### src/logic/fpconv_pkg.sv
package fpconv_pkg;

  // stream word and buffering
  localparam int DATA_W      = 32;  // one data word
  localparam int IN_DEPTH    = 4;   // input buffer slots, also initial sender credits
  localparam int OUT_CREDITS = 4;   // credits held for the downstream receiver

  // narrowing defaults
  localparam bit FTZ_DEFAULT = 1'b1;  // binary16 denormal results become signed zero

  // binary32 layout
  localparam int EXP32_W  = 8;
  localparam int FRAC32_W = 23;
  localparam int BIAS32   = 127;

  // binary16 layout
  localparam int EXP16_W  = 5;
  localparam int FRAC16_W = 10;
  localparam int BIAS16   = 15;

  // per-word mode bit
  localparam bit MODE_NARROW = 1'b0;  // binary32 in, binary16 out in low half
  localparam bit MODE_WIDEN  = 1'b1;  // binary16 in low half, binary32 out

  // the 32-bit word seen two ways
  // f32 is a single binary32 value
  // half[1] is the upper binary16 value, half[0] the lower one
  typedef union packed {
    struct packed {
      logic                sign;
      logic [EXP32_W-1:0]  exp;   // biased by BIAS32
      logic [FRAC32_W-1:0] frac;  // hidden bit not stored
    } f32;
    struct packed {
      logic                sign;
      logic [EXP16_W-1:0]  exp;   // biased by BIAS16
      logic [FRAC16_W-1:0] frac;
    } [1:0] half;
  } fp_word_u;

  // both views have to cover exactly one word
  // sign + 8 + 23 = 32
  // 2 * (sign + 5 + 10) = 32
  // changing a field width above breaks the union, so keep them in step

  // notes on the special encodings both converters share
  // all-ones exponent with zero fraction is infinity
  // all-ones exponent with nonzero fraction is NaN, always output quiet
  // zero exponent is zero or denormal
  // quiet NaN output sets only the top fraction bit

endpackage

### src/logic/fp32_to_fp16.sv
module fp32_to_fp16 #(
  parameter bit FTZ = fpconv_pkg::FTZ_DEFAULT  // flush denormal results to signed zero
) (
  input  logic [31:0] fp32_i,  // binary32
  output logic [15:0] fp16_o   // binary16
);
  import fpconv_pkg::*;

  logic                        sign;
  logic [EXP32_W-1:0]          exp32;
  logic [FRAC32_W-1:0]         frac32;
  logic signed [EXP32_W+1:0]   e16;       // rebiased exponent, can go negative
  logic signed [EXP32_W+1:0]   sh_raw;    // denormal shift before clipping
  logic [4:0]                  sh;
  logic [FRAC32_W+26:0]        ext;       // hidden bit, fraction, 26 spill bits
  logic [FRAC32_W+26:0]        shifted;
  logic [FRAC16_W-1:0]         mant;
  logic                        guard;
  logic                        rnd;
  logic                        sticky;
  logic                        round_up;
  logic [EXP16_W-1:0]          exp_base;
  logic [EXP16_W+FRAC16_W-1:0] mag_r;     // exponent and fraction after rounding
  logic                        is_special;
  logic                        is_zero;
  logic                        ovf;
  logic                        unf;

  assign {sign, exp32, frac32} = fp32_i;

  assign e16 = $signed({2'b00, exp32}) - (EXP32_W+2)'(BIAS32 - BIAS16);

  assign is_special = &exp32;           // inf or nan
  assign is_zero    = ~|exp32;          // zero, binary32 denormals are far below range
  assign ovf        = e16 >= (1 << EXP16_W) - 1;
  assign unf        = e16 <= 0;         // lands in binary16 denormal range

  // how far the hidden bit moves right for a denormal result
  assign sh_raw = (EXP32_W+2)'(1) - e16;

  always_comb begin
    if (!unf) begin
      sh = '0;                          // normal result, no shift
    end else if (sh_raw > 26) begin
      sh = 5'd26;                       // everything already below guard
    end else begin
      sh = sh_raw[4:0];
    end
  end

  assign ext     = {1'b1, frac32, 26'b0};
  assign shifted = ext >> sh;

  // top 10 fraction bits, then guard, round and sticky below them
  assign mant   = shifted[FRAC32_W+25 -: FRAC16_W];
  assign guard  = shifted[FRAC32_W+25-FRAC16_W];
  assign rnd    = shifted[FRAC32_W+24-FRAC16_W];
  assign sticky = |shifted[FRAC32_W+23-FRAC16_W:0];

  // nearest-even, tie goes to even lsb
  assign round_up = guard & (rnd | sticky | mant[0]);

  // carry out of the fraction ripples into the exponent for free
  assign exp_base = unf ? '0 : e16[EXP16_W-1:0];
  assign mag_r    = {exp_base, mant} + (EXP16_W+FRAC16_W)'(round_up);  // 30 + carry gives inf

  always_comb begin
    if (is_special) begin
      if (frac32 != '0) begin
        fp16_o = {sign, {EXP16_W{1'b1}}, 1'b1, {(FRAC16_W-1){1'b0}}};  // quiet nan
      end else begin
        fp16_o = {sign, {EXP16_W{1'b1}}, {FRAC16_W{1'b0}}};            // inf
      end
    end else if (ovf) begin
      fp16_o = {sign, {EXP16_W{1'b1}}, {FRAC16_W{1'b0}}};   // too big, inf
    end else if (is_zero || (unf && FTZ)) begin
      fp16_o = {sign, {(EXP16_W+FRAC16_W){1'b0}}};          // signed zero
    end else begin
      fp16_o = {sign, mag_r};
    end
  end

endmodule

### src/logic/fp16_to_fp32.sv
module fp16_to_fp32 (
  input  logic [15:0] fp16_i,  // binary16
  output logic [31:0] fp32_o   // binary32, always exact
);
  import fpconv_pkg::*;

  logic                sign;
  logic [EXP16_W-1:0]  exp16;
  logic [FRAC16_W-1:0] frac16;
  logic [3:0]          lz;         // leading zeros of a denormal fraction
  logic [FRAC16_W-1:0] norm_frac;  // fraction with leading one shifted out
  logic [EXP32_W-1:0]  exp_norm;
  logic [EXP32_W-1:0]  exp_sub;

  assign {sign, exp16, frac16} = fp16_i;

  // highest set bit wins, loop runs upward
  always_comb begin
    lz = '0;
    for (int i = 0; i < FRAC16_W; i++) begin
      if (frac16[i]) begin
        lz = 4'(FRAC16_W - 1 - i);
      end
    end
  end

  assign norm_frac = frac16 << (lz + 4'd1);  // drop the leading one, it becomes hidden

  assign exp_norm = EXP32_W'(exp16) + EXP32_W'(BIAS32 - BIAS16);
  assign exp_sub  = EXP32_W'(BIAS32 - BIAS16) - EXP32_W'(lz);  // 0x0001 lands at 103

  always_comb begin
    if (&exp16) begin
      if (frac16 != '0) begin
        fp32_o = {sign, {EXP32_W{1'b1}}, 1'b1, {(FRAC32_W-1){1'b0}}};  // quiet nan
      end else begin
        fp32_o = {sign, {EXP32_W{1'b1}}, {FRAC32_W{1'b0}}};            // inf
      end
    end else if (exp16 == '0) begin
      if (frac16 == '0) begin
        fp32_o = {sign, {(EXP32_W+FRAC32_W){1'b0}}};  // signed zero
      end else begin
        fp32_o = {sign, exp_sub, norm_frac, {(FRAC32_W-FRAC16_W){1'b0}}};
      end
    end else begin
      fp32_o = {sign, exp_norm, frac16, {(FRAC32_W-FRAC16_W){1'b0}}};  // plain rebias
    end
  end

endmodule

### src/logic/fpconv_in_fifo.sv
module fpconv_in_fifo (
  input  logic                          clk_i,
  input  logic                          rst_n_i,
  input  logic                          wr_valid_i,  // sender spent a credit
  input  logic                          wr_mode_i,
  input  logic [fpconv_pkg::DATA_W-1:0] wr_data_i,
  input  logic                          pop_i,
  output logic                          head_valid_o,
  output logic                          head_mode_o,
  output logic [fpconv_pkg::DATA_W-1:0] head_data_o,
  output logic                          credit_o     // one slot back to the sender
);
  import fpconv_pkg::*;

  logic                          mode_mem [IN_DEPTH];
  logic [DATA_W-1:0]             data_mem [IN_DEPTH];
  logic [$clog2(IN_DEPTH)-1:0]   wr_ptr_q;
  logic [$clog2(IN_DEPTH)-1:0]   rd_ptr_q;
  logic [$clog2(IN_DEPTH+1)-1:0] count_q;   // occupancy 0..IN_DEPTH
  logic                          pop;

  assign head_valid_o = count_q != '0;
  assign head_mode_o  = mode_mem[rd_ptr_q];
  assign head_data_o  = data_mem[rd_ptr_q];

  assign pop      = pop_i & head_valid_o;  // never pop an empty buffer
  assign credit_o = pop;                   // same cycle as the pop

  // storage, sender credits keep it from overflowing
  always_ff @(posedge clk_i) begin
    if (wr_valid_i) begin
      mode_mem[wr_ptr_q] <= wr_mode_i;
      data_mem[wr_ptr_q] <= wr_data_i;
    end
  end

  always_ff @(posedge clk_i) begin
    if (!rst_n_i) begin
      wr_ptr_q <= '0;
      rd_ptr_q <= '0;
      count_q  <= '0;
    end else begin
      if (wr_valid_i) begin
        wr_ptr_q <= (wr_ptr_q == IN_DEPTH - 1) ? '0 : wr_ptr_q + 1'b1;  // wrap
      end
      if (pop) begin
        rd_ptr_q <= (rd_ptr_q == IN_DEPTH - 1) ? '0 : rd_ptr_q + 1'b1;
      end
      case ({wr_valid_i, pop})
        2'b10:   count_q <= count_q + 1'b1;
        2'b01:   count_q <= count_q - 1'b1;
        default: count_q <= count_q;         // idle or push and pop together
      endcase
    end
  end

endmodule

### src/logic/fpconv_engine.sv
module fpconv_engine (
  input  logic                          clk_i,
  input  logic                          rst_n_i,
  input  logic                          head_valid_i,
  input  logic                          head_mode_i,   // MODE_NARROW or MODE_WIDEN
  input  logic [fpconv_pkg::DATA_W-1:0] head_data_i,
  input  logic                          out_credit_i,  // receiver freed one slot
  input  logic [15:0]                   narrow_res_i,
  input  logic [31:0]                   wide_res_i,
  output logic                          pop_o,
  output logic [31:0]                   narrow_op_o,
  output logic [15:0]                   wide_op_o,
  output logic                          out_valid_o,
  output logic [fpconv_pkg::DATA_W-1:0] out_data_o
);
  import fpconv_pkg::*;

  fp_word_u                         head_w;      // incoming word, both views
  fp_word_u                         res_w;       // result word being built
  logic [$clog2(OUT_CREDITS+1)-1:0] out_cred_q;  // downstream slots still free
  logic                             has_credit;

  assign head_w = head_data_i;

  // binary32 view to the narrower, low binary16 half to the widener
  assign narrow_op_o = head_w.f32;
  assign wide_op_o   = head_w.half[0];

  // a credit arriving this cycle can be spent right away
  assign has_credit = (out_cred_q != '0) | out_credit_i;
  assign pop_o      = head_valid_i & has_credit;

  always_comb begin
    unique case (head_mode_i)
      MODE_NARROW: begin
        res_w.half[1] = '0;           // high half stays clear
        res_w.half[0] = narrow_res_i;
      end
      MODE_WIDEN: begin
        res_w.f32 = wide_res_i;
      end
    endcase
  end

  // credit count, spent on pop and refilled by out_credit_i
  always_ff @(posedge clk_i) begin
    if (!rst_n_i) begin
      out_cred_q <= ($clog2(OUT_CREDITS+1))'(OUT_CREDITS);
    end else begin
      case ({pop_o, out_credit_i})
        2'b10:   out_cred_q <= out_cred_q - 1'b1;
        2'b01:   out_cred_q <= out_cred_q + 1'b1;
        default: out_cred_q <= out_cred_q;         // none or spent as it came
      endcase
    end
  end

  // output stage, one cycle after the pop
  always_ff @(posedge clk_i) begin
    if (!rst_n_i) begin
      out_valid_o <= 1'b0;
    end else begin
      out_valid_o <= pop_o;
    end
  end

  always_ff @(posedge clk_i) begin
    if (pop_o) begin
      out_data_o <= res_w;
    end
  end

endmodule

### src/logic/fpconv_top.sv
module fpconv_top (
  input  logic                          clk_i,
  input  logic                          rst_n_i,
  input  logic                          in_valid_i,
  input  logic                          in_mode_i,
  input  logic [fpconv_pkg::DATA_W-1:0] in_data_i,
  output logic                          in_credit_o,
  output logic                          out_valid_o,
  output logic [fpconv_pkg::DATA_W-1:0] out_data_o,
  input  logic                          out_credit_i
);
  import fpconv_pkg::*;

  logic              fifo_valid;
  logic              fifo_mode;
  logic [DATA_W-1:0] fifo_data;
  logic              fifo_pop;
  logic [31:0]       narrow_op;   // binary32 operand
  logic [15:0]       narrow_res;
  logic [15:0]       wide_op;     // binary16 operand
  logic [31:0]       wide_res;

  fpconv_in_fifo u_in_fifo (
    .clk_i        (clk_i),
    .rst_n_i      (rst_n_i),
    .wr_valid_i   (in_valid_i),
    .wr_mode_i    (in_mode_i),
    .wr_data_i    (in_data_i),
    .pop_i        (fifo_pop),
    .head_valid_o (fifo_valid),
    .head_mode_o  (fifo_mode),
    .head_data_o  (fifo_data),
    .credit_o     (in_credit_o)
  );

  fpconv_engine u_engine (
    .clk_i        (clk_i),
    .rst_n_i      (rst_n_i),
    .head_valid_i (fifo_valid),
    .head_mode_i  (fifo_mode),
    .head_data_i  (fifo_data),
    .out_credit_i (out_credit_i),
    .narrow_res_i (narrow_res),
    .wide_res_i   (wide_res),
    .pop_o        (fifo_pop),
    .narrow_op_o  (narrow_op),
    .wide_op_o    (wide_op),
    .out_valid_o  (out_valid_o),
    .out_data_o   (out_data_o)
  );

  fp32_to_fp16 u_narrow (
    .fp32_i (narrow_op),
    .fp16_o (narrow_res)
  );

  fp16_to_fp32 u_widen (
    .fp16_i (wide_op),
    .fp32_o (wide_res)
  );

endmodule

### config.mk
export PLATFORM = sky130hd
export DESIGN_NAME = fpconv_top
export DESIGN_NICKNAME = d
export VERILOG_FILES = /design/src/logic/fpconv_pkg.sv /design/src/logic/fp32_to_fp16.sv /design/src/logic/fp16_to_fp32.sv /design/src/logic/fpconv_in_fifo.sv /design/src/logic/fpconv_engine.sv /design/src/logic/fpconv_top.sv
export SDC_FILE = /design/constraint.sdc
export NUM_CORES = 1
export LEC_CHECK = 0
export ABC_CLOCK_PERIOD_IN_PS = 6000
export BUFFER_PORTS_ARGS = -buffer_cell sky130_fd_sc_hd__buf_2
export CORE_AREA = 2 2 136 138
export DETAILED_ROUTE_END_ITERATION = 6
export DIE_AREA = 0 0 138 140
export GPL_ROUTABILITY_DRIVEN = 0
export HOLD_SLACK_MARGIN = 0.05
export PLACE_DENSITY = 0.73
export SYNTH_ARGS = -nofsm -noshare
export SYNTH_HDL_FRONTEND = slang
export SYNTH_SLANG_ARGS = --single-unit
### constraint.sdc
create_clock -name clk_i -period 6 [get_ports clk_i]
set_input_delay 0.3 -clock clk_i [delete_from_list [all_inputs] [get_ports clk_i]]
set_output_delay 0.3 -clock clk_i [all_outputs]
set_load 0.01 [all_outputs]
==> impl_metrics.ini <==
[cts]
clockRootBuffer = clkbuf_16
ctsHtreeMaxLevel = 4
hold_buffers = 0
clk_pin_slew_worst_paths_ps = 70
numCtsBuffers = 17
cts.sinks = 176
clk_latency_ps = 430
tritoncts = built
cts_max_path_buffers = 2

[die]
die_h_um = 140
initial_utilization_pct = 54.3
die_x_um = 138
fp.coreArea_sq_mm = 0.0178
num_io_pins = 71
die_area_sq_mm = 0.0193
rows = 49

[timing]
report.final.slew_viol_count = 0
rsz0062_at_grt = false
setup_viol = 0
skew_ps = 9.60
slew_headroom_pct = 54.3
setup-tns-final_ps = 0
final_hold_viol_count = 0
tightest_slew_ps = 678
post-route-min-period_ps = 5570
max_freq_mhz = 180
period_share_pct = 92.8

[yosys]
synth-edff-count = 163
ys_seq_area_share_pct = 53.4
ys_async_sr_fraction_pct = 0
syn_nets = 853
synthCells = 800
ys_ff_latch = 176
synth_ff_type = edfxtp_1
synth_warnings = 0
avgSynthCellArea_sq_um = 12.1
syn-cell-area_sq_mm = 0.00965
synth.distinct_cells = 93

[critical_path]
crit_path_top_delay_cell = mux4_1
crit_family = simple AND/OR/NAND/NOR gates
crit_path_end_kind = flop
worstPathCellList = mux4_1 > inv_1 > ha_1 > nand2b_1 > o21ba_2 > or4_1 > and3_2 > or4_4 > a21boi_4 > buf_4 > a41o_2 > nor3_4 > nor2_1 > nor2_1 > ha_1 > a21bo_2 > and4bb_2 > nor4_1 > a211oi_1
max_stage_delay_ps = 600
worst_setup_path_start_kind = flop
required_ps = 6180
worstPathArrival_ps = 5750
worstRegToRegCells = 19
criticalPathCategory = reg -> reg
timing.rr.end = u_engine.out_data_o[14]
critPathBufInv = 2
cp_max_fo = 18
ff2ff_setup_slack_ps = 430

[worst_hold_path]
whs_path_depth = 1
min_to = u_in_fifo.data_mem[1][18]
hp-start = in_data_i[18]
min_path_type = in -> reg

[finish]
drive_gt1_share_pct = 22.1
area_delta_synth_final_pct = 12.2
multi_input_area_sq_mm = 0.00418
design_area_sq_mm = 0.0108
n_fill_cell = 1400
final_nets = 921
regArea_sq_mm = 0.00516
n_antenna_cell = 0

[route]
vias = 6897
drtIter0Drc = 788
via_per_inst = 6.21
wl_per_cell_um = 19.1
routed_wl_um = 21200
dr.pass1.iters = 5
drtAntennaViolNets = 0
route.detailed.drc = 0

[grt]
grt_antenna_before_repair = 1
grt_pass1_vias = 6576
grt_util_all_layers_pct = 22.1
grt_pass1_wl_um = 34100
grt_overflow = 0
grt_max_degree = 36

[pwr]
clockPowerShare_pct = 17.1
power_frac_comb_pct = 55.9
p_int_mw = 3.50
switching_share_pct = 43.4
sequentialPowerShare_pct = 27.0
p_leak_nw = 3.83
power_density_mw_per_mm2 = 571
power.switching_mw = 2.68
ir_drop_uv = 411

[flow_run]
cap_violations = 0

[place]
dpl_cell_area_sq_mm = 0.0102
hpwl_um = 14200
io_buffers = 70

[status]
status = completed
[through the flow]
step / hold slack [ps] / cells / total power, mW / util (%) / worst slack [ps]
floorplan: 399 / 800 / 4.27 / - / 596
global placement: 485 / 1078 / 5.02 / 57.6 / 399
detailed placement: 483 / 1078 / 5.05 / 57.6 / 279
CTS: 66.4 / 1110 / 6.12 / 60.7 / 256
global route: 72.7 / 1110 / 6.59 / 60.9 / 2.49
finish: 83.3 / 1110 / 6.18 / 60.9 / 432
[cells in the mapped netlist (7+ instances only)]
master,n,share of area [%]
o211ai_1,9,0.70
nor2_1,64,2.5
nand2_1,60,2.3
ha_1,14,1.8
a21oi_1,48,2.5
and2_1,13,0.84
o21ai_0,31,1.6
nand3_1,25,1.3
nor4_1,10,0.65
inv_1,19,0.74
a211oi_1,9,0.70
or3_1,7,0.45
nand4_1,7,0.45
nor2b_1,12,0.78
edfxtp_1,163,51
dfxtp_1,13,2.7
xnor2_1,13,1.2
clkbuf_1,31,1.2
nor3_1,23,1.2
mux2i_1,23,2.4
and3_1,8,0.52
o31ai_1,9,0.70
o21a_1,9,0.70
mux4_2,25,5.8
[worst max-delay path by stage]
stage	start	endpoint	cells after the start
after global placement	flop	u_engine.out_data_o[14]	19
after floorplan	flop	u_engine.out_data_o[14]	23
final	flop	u_engine.out_data_o[14]	19
after detailed placement	flop	u_engine.out_data_o[14]	19
after CTS	flop	u_engine.out_data_o[14]	19
after global routing	flop	u_engine.out_data_o[14]	19
[routing by layer]
| layer | share of wire [%] | wire, um | vias up | track usage, % |
|---|---|---|---|---|
| met5 | 0.033 | 7 | - | 0 |
| met4 | 2.0 | 419 | 2 | 7.41 |
| met3 | 7.6 | 1600 | 34 | 5.71 |
| met2 | 46 | 9740 | 286 | 34.0 |
| met1 | 44 | 9390 | 3313 | 30.8 |
| li1 | - | - | 3262 | - |
[power groups by stage]
stage | clock [mW] | combinational, mW | sequential [mW]
5_1_grt | 1.13 | 3.77 | 1.69
4_1_cts | 1.08 | 3.38 | 1.67
2_1_floorplan | 0 | 2.53 | 1.75
3_5_place_dp | 0 | 3.35 | 1.70
3_3_place_gp | 0 | 3.33 | 1.69
6_report | 1.06 | 3.45 | 1.67
[registers in the layout, indices dropped and copies added (netlist names), named ones only]
| name | count |
|---|---|
| u_engine.out_data_o | 31 |
| u_engine.out_cred_q | 3 |
| u_in_fifo.rd_ptr_q | 2 |
| u_in_fifo.wr_ptr_q | 2 |
| u_in_fifo.mode_mem | 4 |
| u_in_fifo.data_mem | 128 |
| u_in_fifo.count_q | 3 |
| u_engine.out_valid_o | 1 |
[layout by cell type (no fill, tap or decap), drive strengths merged, types with 7 or more instances in the layout]
cell type	n
nor4	11
inv	26
buf	98
nand3	25
nor3	24
mux4	31
nand2	63
o21ai	38
and3	10
and2	15
or3	7
dfxtp	13
a211oi	10
a31oi	7
a21oi	48
ha	14
xnor2	13
o21a	9
clkbuf	18
nor2b	12
nor2	65
mux2i	23
or4	8
nand4	7
o211ai	9
edfxtp	163
o31ai	9
[final cells by class]
cell class / instances / area share, %
Timing Repair Buffer: 98 / 5.29
Sequential cell: 176 / 47.7
Clock buffer: 18 / 3.96
Clock inverter: 14 / 1.20
Inverter: 19 / 0.659
Tap cell: 229 / 2.65
Multi-Input combinational cell: 556 / 38.6
[worst register-to-register path: cells and delay by family (launching register included)]
kind / cells / cell delay (ps)
muxes: 1 / 600
AOI/OAI and AO/OA: 5 / 1130
buffers and inverters: 2 / 450
and+or+nand+nor: 9 / 2210
adders and majority gates: 2 / 510
DFF: 1 / 430
[kinds of logic after synthesis]
family | share of synthesized area, %
AOI/OAI and AO/OA | 14.0
xor gates and xnor gates | 1.45
adders and majority gates | 2.23
buffers and inverters | 3.62
DFF | 53.4
muxes | 10.6
and+or+nand+nor | 14.7
[what timing repair did]
action / 4_1_cts / 5_1_grt
endpoints found under the setup margin: 0 / 4
buffers inserted: 0 / 0
resized for setup: 0 / 5
Power figures use the tool's default switching activity.
